==> src/exec_config.svh <==
`ifndef EXEC_CONFIG_SVH
`define EXEC_CONFIG_SVH

// Datapath word width in bits
`define EXEC_XLEN 32

// Architectural register count, r0 to r15
`define EXEC_NREGS 16

`endif

==> src/armIsaPkg.sv <==
package armIsaPkg;

  // Data-processing opcodes in ARM encoding order
  typedef enum logic [3:0] {
    opAnd = 4'b0000,
    opEor = 4'b0001,
    opSub = 4'b0010,
    opRsb = 4'b0011,
    opAdd = 4'b0100,
    opAdc = 4'b0101,
    opSbc = 4'b0110,
    opRsc = 4'b0111,
    opTst = 4'b1000,
    opTeq = 4'b1001,
    opCmp = 4'b1010,
    opCmn = 4'b1011,
    opOrr = 4'b1100,
    opMov = 4'b1101,
    opBic = 4'b1110,
    opMvn = 4'b1111
  } dpOpcode;

  typedef enum logic [3:0] {
    condEq, condNe, condCs, condCc,
    condMi, condPl, condVs, condVc,
    condHi, condLs, condGe, condLt,
    condGt, condLe, condAl, condNv  // Nv never passes
  } condCode;

  typedef enum logic [1:0] {
    shLsl = 2'b00,
    shLsr = 2'b01,
    shAsr = 2'b10,
    shRor = 2'b11
  } shiftType;

  // I bit set, 8-bit immediate rotated right by 2*rotate
  typedef struct packed {
    condCode    cond;
    logic [1:0] opClass;   // 00 for data processing
    logic       immBit;
    dpOpcode    opcode;
    logic       sBit;
    logic [3:0] rn;
    logic [3:0] rd;
    logic [3:0] rotate;
    logic [7:0] imm8;
  } dpImmInstr;

  // I bit clear, Rm shifted by a 5-bit immediate
  typedef struct packed {
    condCode    cond;
    logic [1:0] opClass;
    logic       immBit;
    dpOpcode    opcode;
    logic       sBit;
    logic [3:0] rn;
    logic [3:0] rd;
    logic [4:0] shiftAmt;
    shiftType   shType;
    logic       regShift;  // Set means shift by register, not supported
    logic [3:0] rm;
  } dpRegInstr;

  typedef union packed {
    dpImmInstr asImm;
    dpRegInstr asReg;
  } instrWord;

endpackage

==> src/execPkg.sv <==
`include "exec_config.svh"

package execPkg;

  typedef struct packed {
    logic n;
    logic z;
    logic c;
    logic v;
  } nzcvFlags;

  // Everything the ALU needs for one operation
  typedef struct packed {
    armIsaPkg::dpOpcode     opcode;
    logic [`EXEC_XLEN-1:0]  a;           // Rn value
    logic [`EXEC_XLEN-1:0]  b;           // Shifter output
    logic                   shiftCarry;
    nzcvFlags               oldFlags;
  } aluRequest;

  typedef struct packed {
    logic [$clog2(`EXEC_NREGS)-1:0] rd;
    logic [`EXEC_XLEN-1:0]          result;    // Zero unless executed
    logic                           written;   // Destination updated
    logic                           executed;  // Legal and condition passed
    logic                           illegal;
    nzcvFlags                       flags;     // Flags after the instruction
  } retireInfo;

endpackage

==> src/instrDecoder.sv <==
`timescale 1ns/1ps
`include "exec_config.svh"

module instrDecoder (
  input  armIsaPkg::instrWord instr,
  output armIsaPkg::dpOpcode  opcode,
  output armIsaPkg::condCode  cond,
  output logic [3:0]          rn,
  output logic [3:0]          rd,
  output logic [3:0]          rm,
  output logic                immForm,
  output logic                setFlags,
  output logic                illegal
);

  logic [1:0] opClass;
  logic       regShift;
  logic       isCompare;

  assign immForm = instr.asImm.immBit;  // Same bit in both layouts

  always_comb begin
    if (immForm) begin
      cond     = instr.asImm.cond;
      opClass  = instr.asImm.opClass;
      opcode   = instr.asImm.opcode;
      setFlags = instr.asImm.sBit;
      rn       = instr.asImm.rn;
      rd       = instr.asImm.rd;
      rm       = 4'd0;     // No Rm in immediate form
      regShift = 1'b0;
    end else begin
      cond     = instr.asReg.cond;
      opClass  = instr.asReg.opClass;
      opcode   = instr.asReg.opcode;
      setFlags = instr.asReg.sBit;
      rn       = instr.asReg.rn;
      rd       = instr.asReg.rd;
      rm       = instr.asReg.rm;
      regShift = instr.asReg.regShift;
    end
  end

  assign isCompare = opcode inside {armIsaPkg::opTst, armIsaPkg::opTeq,
                                    armIsaPkg::opCmp, armIsaPkg::opCmn};

  // Other classes, register-shifted register, and compares without S
  assign illegal = (opClass != 2'b00) || regShift || (isCompare && !setFlags);

endmodule

==> src/regFile.sv <==
`timescale 1ns/1ps
`include "exec_config.svh"

module regFile (
  input  logic                           clk,
  input  logic                           arstN,
  input  logic [$clog2(`EXEC_NREGS)-1:0] rdAddrA,
  input  logic [$clog2(`EXEC_NREGS)-1:0] rdAddrB,
  output logic [`EXEC_XLEN-1:0]          rdDataA,
  output logic [`EXEC_XLEN-1:0]          rdDataB,
  input  logic                           wrEn,
  input  logic [$clog2(`EXEC_NREGS)-1:0] wrAddr,
  input  logic [`EXEC_XLEN-1:0]          wrData
);

  logic [`EXEC_XLEN-1:0] regs [`EXEC_NREGS];

  // Architectural state starts at zero
  always_ff @(posedge clk or negedge arstN) begin
    if (!arstN) begin
      for (int i = 0; i < `EXEC_NREGS; i++) begin
        regs[i] <= '0;
      end
    end else if (wrEn) begin
      regs[wrAddr] <= wrData;
    end
  end

  // Reads see the value before this edge's write
  assign rdDataA = regs[rdAddrA];
  assign rdDataB = regs[rdAddrB];

endmodule

==> src/barrelShifter.sv <==
`timescale 1ns/1ps
`include "exec_config.svh"

module barrelShifter (
  input  armIsaPkg::instrWord   instr,
  input  logic                  immForm,
  input  logic [`EXEC_XLEN-1:0] rmData,
  input  logic                  carryIn,
  output logic [`EXEC_XLEN-1:0] operand,
  output logic                  carryOut
);

  logic [`EXEC_XLEN-1:0]   imm32;
  logic [`EXEC_XLEN-1:0]   immRot;
  logic [`EXEC_XLEN-1:0]   rorVal;
  logic [2*`EXEC_XLEN-1:0] immDbl;
  logic [2*`EXEC_XLEN-1:0] rorDbl;
  logic [4:0]              immAmt;
  logic [4:0]              amt;

  assign imm32  = {{(`EXEC_XLEN-8){1'b0}}, instr.asImm.imm8};
  assign immAmt = {instr.asImm.rotate, 1'b0};  // Even rotations only
  assign immDbl = {imm32, imm32} >> immAmt;
  assign immRot = immDbl[`EXEC_XLEN-1:0];

  assign amt    = instr.asReg.shiftAmt;
  assign rorDbl = {rmData, rmData} >> amt;
  assign rorVal = rorDbl[`EXEC_XLEN-1:0];

  always_comb begin
    operand  = rmData;
    carryOut = carryIn;
    if (immForm) begin
      operand  = immRot;
      carryOut = (immAmt != 5'd0) ? immRot[`EXEC_XLEN-1] : carryIn;
    end else begin
      case (instr.asReg.shType)
        armIsaPkg::shLsl: begin
          if (amt != 5'd0) begin  // LSL 0 keeps value and carry
            operand  = rmData << amt;
            carryOut = rmData[`EXEC_XLEN - amt];
          end
        end
        armIsaPkg::shLsr: begin
          if (amt == 5'd0) begin  // Encodes LSR 32
            operand  = '0;
            carryOut = rmData[`EXEC_XLEN-1];
          end else begin
            operand  = rmData >> amt;
            carryOut = rmData[amt - 1];
          end
        end
        armIsaPkg::shAsr: begin
          if (amt == 5'd0) begin  // Encodes ASR 32
            operand  = {`EXEC_XLEN{rmData[`EXEC_XLEN-1]}};
            carryOut = rmData[`EXEC_XLEN-1];
          end else begin
            operand  = $signed(rmData) >>> amt;
            carryOut = rmData[amt - 1];
          end
        end
        armIsaPkg::shRor: begin
          if (amt == 5'd0) begin  // RRX through the carry
            operand  = {carryIn, rmData[`EXEC_XLEN-1:1]};
            carryOut = rmData[0];
          end else begin
            operand  = rorVal;
            carryOut = rorVal[`EXEC_XLEN-1];
          end
        end
        default: begin
          operand  = rmData;
          carryOut = carryIn;
        end
      endcase
    end
  end

endmodule

==> src/flagUnit.sv <==
`timescale 1ns/1ps

module flagUnit (
  input  logic               clk,
  input  logic               arstN,
  input  armIsaPkg::condCode cond,
  output logic               passed,
  output execPkg::nzcvFlags  flags,
  input  execPkg::nzcvFlags  newFlags,
  input  logic               update
);

  always_ff @(posedge clk or negedge arstN) begin
    if (!arstN) begin
      flags <= '0;
    end else if (update) begin
      flags <= newFlags;
    end
  end

  // ARM condition table on the current flags
  always_comb begin
    case (cond)
      armIsaPkg::condEq: passed = flags.z;
      armIsaPkg::condNe: passed = !flags.z;
      armIsaPkg::condCs: passed = flags.c;
      armIsaPkg::condCc: passed = !flags.c;
      armIsaPkg::condMi: passed = flags.n;
      armIsaPkg::condPl: passed = !flags.n;
      armIsaPkg::condVs: passed = flags.v;
      armIsaPkg::condVc: passed = !flags.v;
      armIsaPkg::condHi: passed = flags.c && !flags.z;       // Unsigned higher
      armIsaPkg::condLs: passed = !flags.c || flags.z;
      armIsaPkg::condGe: passed = (flags.n == flags.v);      // Signed compares
      armIsaPkg::condLt: passed = (flags.n != flags.v);
      armIsaPkg::condGt: passed = !flags.z && (flags.n == flags.v);
      armIsaPkg::condLe: passed = flags.z || (flags.n != flags.v);
      armIsaPkg::condAl: passed = 1'b1;
      default:           passed = 1'b0;                      // 1111 never
    endcase
  end

endmodule

==> src/alu.sv <==
`timescale 1ns/1ps
`include "exec_config.svh"

module alu (
  input  execPkg::aluRequest    request,
  output logic [`EXEC_XLEN-1:0] result,
  output execPkg::nzcvFlags     flagsOut,
  output logic                  doNotWriteReg
);

  logic                  swapInputs;
  logic                  invertB;
  logic                  isArith;
  logic                  addCarry;
  logic [`EXEC_XLEN-1:0] opA;
  logic [`EXEC_XLEN-1:0] opB;
  logic [`EXEC_XLEN-1:0] bIn;
  logic [`EXEC_XLEN:0]   sum;

  // Reverse subtracts compute b - a
  assign swapInputs = request.opcode inside {armIsaPkg::opRsb, armIsaPkg::opRsc};
  assign opA = swapInputs ? request.b : request.a;
  assign opB = swapInputs ? request.a : request.b;

  assign invertB = request.opcode inside {armIsaPkg::opSub, armIsaPkg::opRsb,
                                          armIsaPkg::opSbc, armIsaPkg::opRsc,
                                          armIsaPkg::opCmp};

  assign isArith = request.opcode inside {armIsaPkg::opSub, armIsaPkg::opRsb,
                                          armIsaPkg::opAdd, armIsaPkg::opAdc,
                                          armIsaPkg::opSbc, armIsaPkg::opRsc,
                                          armIsaPkg::opCmp, armIsaPkg::opCmn};

  always_comb begin
    case (request.opcode)
      armIsaPkg::opSub, armIsaPkg::opRsb, armIsaPkg::opCmp:
        addCarry = 1'b1;                  // Two's complement subtract
      armIsaPkg::opAdc, armIsaPkg::opSbc, armIsaPkg::opRsc:
        addCarry = request.oldFlags.c;    // Carry chaining
      default:
        addCarry = 1'b0;
    endcase
  end

  assign bIn = invertB ? ~opB : opB;
  assign sum = {1'b0, opA} + {1'b0, bIn} + {{`EXEC_XLEN{1'b0}}, addCarry};

  always_comb begin
    case (request.opcode)
      armIsaPkg::opAnd, armIsaPkg::opTst: result = opA & opB;
      armIsaPkg::opEor, armIsaPkg::opTeq: result = opA ^ opB;
      armIsaPkg::opOrr:                   result = opA | opB;
      armIsaPkg::opBic:                   result = opA & ~opB;
      armIsaPkg::opMov:                   result = request.b;
      armIsaPkg::opMvn:                   result = ~request.b;
      default:                            result = sum[`EXEC_XLEN-1:0];
    endcase
  end

  assign doNotWriteReg = request.opcode inside {armIsaPkg::opTst, armIsaPkg::opTeq,
                                                armIsaPkg::opCmp, armIsaPkg::opCmn};

  always_comb begin
    flagsOut.n = result[`EXEC_XLEN-1];
    flagsOut.z = (result == '0);
    if (isArith) begin
      flagsOut.c = sum[`EXEC_XLEN];
      // Same-sign inputs giving an opposite-sign sum
      flagsOut.v = (opA[`EXEC_XLEN-1] == bIn[`EXEC_XLEN-1]) &&
                   (sum[`EXEC_XLEN-1] != opA[`EXEC_XLEN-1]);
    end else begin
      flagsOut.c = request.shiftCarry;
      flagsOut.v = request.oldFlags.v;  // Logical ops keep V
    end
  end

endmodule

==> src/execUnit.sv <==
`timescale 1ns/1ps
`include "exec_config.svh"

module execUnit (
  input  logic                clk,
  input  logic                arstN,
  input  logic                req,
  input  armIsaPkg::instrWord instr,
  output logic                ack,
  output execPkg::retireInfo  retire
);

  typedef enum logic {
    ctrlIdle,
    ctrlExec
  } ctrlState;

  ctrlState                state;
  armIsaPkg::instrWord     instrQ;
  armIsaPkg::dpOpcode      opcode;
  armIsaPkg::condCode      cond;
  logic [3:0]              rn;
  logic [3:0]              rd;
  logic [3:0]              rm;
  logic                    immForm;
  logic                    setFlags;
  logic                    illegal;
  logic [`EXEC_XLEN-1:0]   rnData;
  logic [`EXEC_XLEN-1:0]   rmData;
  logic [`EXEC_XLEN-1:0]   shOperand;
  logic                    shCarry;
  logic [`EXEC_XLEN-1:0]   aluResult;
  logic                    doNotWriteReg;
  logic                    passed;
  logic                    doExec;
  logic                    regWrEn;
  logic                    flagUpd;
  logic                    capture;
  execPkg::nzcvFlags       curFlags;
  execPkg::nzcvFlags       aluFlags;
  execPkg::aluRequest      aluReq;
  execPkg::retireInfo      retireNext;

  assign capture = (state == ctrlIdle) && req && !ack;  // New request seen

  always_ff @(posedge clk or negedge arstN) begin
    if (!arstN) begin
      state  <= ctrlIdle;
      ack    <= 1'b0;
      retire <= '0;
    end else begin
      case (state)
        ctrlIdle: begin
          if (capture) begin
            state <= ctrlExec;
          end else if (!req) begin
            ack <= 1'b0;  // Return to zero phase
          end
        end
        ctrlExec: begin
          ack    <= 1'b1;
          retire <= retireNext;
          state  <= ctrlIdle;
        end
        default: state <= ctrlIdle;
      endcase
    end
  end

  always_ff @(posedge clk) begin
    if (capture) begin
      instrQ <= instr;
    end
  end

  instrDecoder dec0 (
    .instr    (instrQ),
    .opcode   (opcode),
    .cond     (cond),
    .rn       (rn),
    .rd       (rd),
    .rm       (rm),
    .immForm  (immForm),
    .setFlags (setFlags),
    .illegal  (illegal)
  );

  regFile rf0 (
    .clk     (clk),
    .arstN   (arstN),
    .rdAddrA (rn),
    .rdAddrB (rm),
    .rdDataA (rnData),
    .rdDataB (rmData),
    .wrEn    (regWrEn),
    .wrAddr  (rd),
    .wrData  (aluResult)
  );

  barrelShifter shift0 (
    .instr    (instrQ),
    .immForm  (immForm),
    .rmData   (rmData),
    .carryIn  (curFlags.c),
    .operand  (shOperand),
    .carryOut (shCarry)
  );

  assign aluReq = '{opcode:     opcode,
                    a:          rnData,
                    b:          shOperand,
                    shiftCarry: shCarry,
                    oldFlags:   curFlags};

  alu alu0 (
    .request       (aluReq),
    .result        (aluResult),
    .flagsOut      (aluFlags),
    .doNotWriteReg (doNotWriteReg)
  );

  flagUnit flags0 (
    .clk      (clk),
    .arstN    (arstN),
    .cond     (cond),
    .passed   (passed),
    .flags    (curFlags),
    .newFlags (aluFlags),
    .update   (flagUpd)
  );

  // Illegal or skipped instructions leave all state alone
  assign doExec  = !illegal && passed;
  assign regWrEn = (state == ctrlExec) && doExec && !doNotWriteReg;
  assign flagUpd = (state == ctrlExec) && doExec && setFlags;

  assign retireNext = '{rd:       rd,
                        result:   doExec ? aluResult : '0,
                        written:  regWrEn,
                        executed: doExec,
                        illegal:  illegal,
                        flags:    flagUpd ? aluFlags : curFlags};

endmodule

==> config.mk <==
export PLATFORM = sky130hd
export DESIGN_NAME = execUnit
export DESIGN_NICKNAME = d
export VERILOG_FILES = /design/src/armIsaPkg.sv /design/src/execPkg.sv /design/src/instrDecoder.sv /design/src/regFile.sv /design/src/barrelShifter.sv /design/src/flagUnit.sv /design/src/alu.sv /design/src/execUnit.sv
export VERILOG_INCLUDE_DIRS = /design/src /design/src/src
export SDC_FILE = /design/constraint.sdc
export NUM_CORES = 2
export LEC_CHECK = 0
export ABC_AREA = 1
export BUFFER_PORTS_ARGS = -buffer_cell sky130_fd_sc_hd__buf_4
export CAP_MARGIN = 20
export CORE_MARGIN = 4
export CORE_UTILIZATION = 55
export CTS_CLUSTER_DIAMETER = 100
export DETAILED_ROUTE_END_ITERATION = 10
export PLACE_DENSITY = 0.76
export SLEW_MARGIN = 0
export SYNTH_ARGS = -nofsm -noshare
export SYNTH_HDL_FRONTEND = slang
export SYNTH_SLANG_ARGS = --single-unit
==> constraint.sdc <==
create_clock -name clk -period 10.3 [get_ports clk]
set_clock_uncertainty 0.1 [all_clocks]
set_input_delay 2.06 -clock clk [delete_from_list [all_inputs] [get_ports clk]]
set_output_delay 2.06 -clock clk [all_outputs]
set_load 0.05 [all_outputs]
==> impl_metrics.yaml <==
grt:
  grt_max_degree: 183
  antenna_found_initial: 3
  overflow: 0
  busiest_layer: "met2"
  gr-usage-met3_pct: 12.2
  grt_pass1_vias: 44588
  grt_pass1_wl_um: 282000
  met2_usage_pct: 62.9
  grt.total_usage_pct: 44.3
  use_met1_pct: 59.2
timing:
  setup-violations-final: 0
  slew_headroom_pct: 30.8
  hold_viol: 0
  tightest_slew_ns: 1.03
  slew_violations: 0
  fmax_mhz: 110
  grt_setup_unrepaired: "false"
  setup_slack_ns: 1.19
  fin_tns_setup_ns: 0
  fin_crit_ns: 9.11
  fin_crit_sh_pct: 88.5
setup_path:
  crit_path_top_delay_cell: "nor2_4"
  critPathMaxFanout: 71
  crit_arrival_ns: 9.57
  worst_setup_path_start_kind: "flop"
  worstPathRequired_ns: 10.76
  critical_path.most_common_cell: "nand2_1"
  worst-setup-path-type: "reg2reg"
  slowest_delay_ns: 0.63
  critPathCaptureType: "flop"
logic_synthesis:
  synth_area_leaders: "dfrtp_1 32%, nand2_1 20%, nand3_1 13%"
  yosysUniqueCellTypes: 64
  synth-seq-cells: 593
  ys_warn_count: 0
  netlist_area_um2: 43600
  synth_top_area_share_pct: 32.2
  ys.flop_type: "dfrtp_1"
  synth_area_leader_cell: "dfrtp_1"
  ys_seq_area_share_pct: 34.4
  synthArstFlopShare_pct: 94.6
  syn_inst: 6735
  synth_edf_count: 32
  avgSynthCellArea_um2: 6.48
  synthesis.nets: 6842
cts:
  cts_setup_buffers: 0
  cts_num_sinks: 593
  cts_made_buffers: 70
  hold_buffers: 0
  clkLatencyLatePin_ns: 0.65
  path_clk_slew_ns: 0.06
  htree_num_levels: 3
  post_cts_resize_count: 0
  clk_path_buf_depth: 3
  clockRootBuffer: "clkbuf_16"
  cts_tree: "yes"
power_and_ir_drop:
  clkPwrFrac_pct: 28.3
  p_per_area_nw_per_um2: 190
  p_leak_nw: 22.2
  internal_power_mw: 4.84
  p_switching_mw: 4.03
  combPwrFrac_pct: 41.8
  switching_share_pct: 45.4
  pwr-share-seq_pct: 30.0
  peakVddDrop_mv: 0.178
floorplan:
  rows: 103
  core_area_um2: 78900
  start_util_pct: 55.3
  die_width_um: 290
  num_io_pins: 79
  dieArea_um2: 83900
  fp.dieH_um: 290
job:
  cap_viol_max_count: 0
cells_and_area:
  mostFrequentLayoutCells: "2,289 x nand2_1, 1,136 x nand3_1, 711 x o21ai_0"
  num-nets-final: 6620
  mostFrequentLayoutCell: "nand2_1"
  layout-drive-gt1-share_pct: 7.31
  area_delta_synth_final_pct: 7.12
  n_fill_cell: 7688
drt:
  dr.pass1.iters: 9
  wl_per_cell_um: 24.8
  drt-vias-per-instance: 6.33
  vias: 48236
  ant_nets: 0
  drtIter0Drc: 7221
  drc: 0
  wl_um: 189000
place:
  port_buffers: 78
  hpwlAfterDp_um: 122000
  gp_congestion: 1.06
  preCtsSetupSlack_ns: 1.64
min_path:
  hp-class: "reg2reg"
outcome:
  status: "complete, no violations"
-- worst paths after layout --
| check | slack, ns | depth (start not counted) | startpoint | to |
|---|---|---|---|---|
| max | 1.19 | 47 | instrQ[25]$_DFFE_PP_ | retire[2]$_DFFE_PN0P_ |
| min | 0.39 | 2 | retire[33]$_DFFE_PN0P_ | retire[33]$_DFFE_PN0P_ |
| max reg2reg | 1.19 | 47 | instrQ[25]$_DFFE_PP_ | retire[2]$_DFFE_PN0P_ |
| min reg2reg | 0.39 | 2 | retire[33]$_DFFE_PN0P_ | retire[33]$_DFFE_PN0P_ |
| max in group asynchronous | 6.66 | 3 | arstN | rf0.regs[509]$_DFFE_PN0P_ |
| min in group asynchronous | 1.35 | 1 | arstN | rf0.regs[443]$_DFFE_PN0P_ |
-- final cells by class --
cell class	instances	area, µm²	share of cell area (%)
tap	1050	1310	2.81
inverter	406	1540	3.29
multi-input combinational	5244	25000	53.4
sequential	593	15000	32.1
antenna	7	17.5	0.0375
clock buffer	100	2030	4.34
clock inverter	24	258	0.551
timing repair buffer	198	1620	3.46
-- per-layer routing --
| layer | up-vias | share of wire [%] |
|---|---|---|
| met4 | 2 | 8.0 |
| met2 | 3313 | 41 |
| met3 | 655 | 13 |
| met1 | 22460 | 38 |
| met5 | - | 0.0090 |
| li1 | 21806 | - |
-- cell usage after synthesis, types with 9 or more instances --
cell,count
nand2_1,2294
nand3_1,1136
o21ai_0,711
dfrtp_1,561
inv_1,369
a21oi_1,333
nor2_1,261
clkbuf_1,260
buf_2,137
ha_1,70
buf_1,60
o211ai_1,58
mux2i_1,56
nand2_2,55
xor2_1,39
edfxtp_1,32
nand3_2,25
o21ai_1,24
inv_2,22
o221ai_1,20
buf_4,17
or2_2,17
buf_6,16
clkinv_1,14
nor3_1,14
a22o_1,11
mux2_2,10
o22ai_1,9
-- kinds of logic after synthesis --
kind of cell | count (synthesis) | share of synthesized area (%)
AOI/OAI and AO/OA | 1219 | 15.0
xor gates and xnor gates | 46 | 0.923
adders and majority gates | 72 | 2.10
buffers and inverters | 898 | 8.62
DFF | 593 | 34.4
muxes | 66 | 1.54
and+or+nand+nor | 3841 | 37.5
-- power groups by stage --
stage                     combinational (mW)  sequential, mW  clock [mW]
after global placement                  3.53            2.68           0
after CTS                               3.57            2.65        2.52
after floorplan                         2.20            2.75           0
after detailed placement                3.55            2.69           0
after global routing                    3.95            2.67        2.61
final                                   3.71            2.66        2.51
-- through the flow --
step	utilization (%)	instances	cell area [µm²]	total power, mW	hold WS (ns)
2_1_floorplan	-	6735	43600	4.94	0.353
3_3_place_gp	56.4	7491	44500	6.22	0.369
3_5_place_dp	56.4	7491	44500	6.24	0.374
4_1_cts	59.3	7615	46700	8.73	0.388
5_1_grt	59.3	7615	46700	9.23	0.419
6_report	59.3	7622	46800	8.87	0.388
-- registers in the layout, summed over array words and instances, names as in the netlist --
register      count
ack               1
flags0.flags      4
rf0.regs        512
instrQ           32
state             1
retire           43
-- worst max-delay path: cells and delay by family, from the launching register on --
| family | cells | cell delay (ns) |
|---|---|---|
| compound gates | 9 | 1.59 |
| buf+inv | 3 | 1.03 |
| xor+xnor | 1 | 0.12 |
| simple gates | 33 | 5.16 |
| fa+ha+maj | 1 | 0.43 |
| flops | 1 | 0.47 |
(Power assumes the default switching activity.)
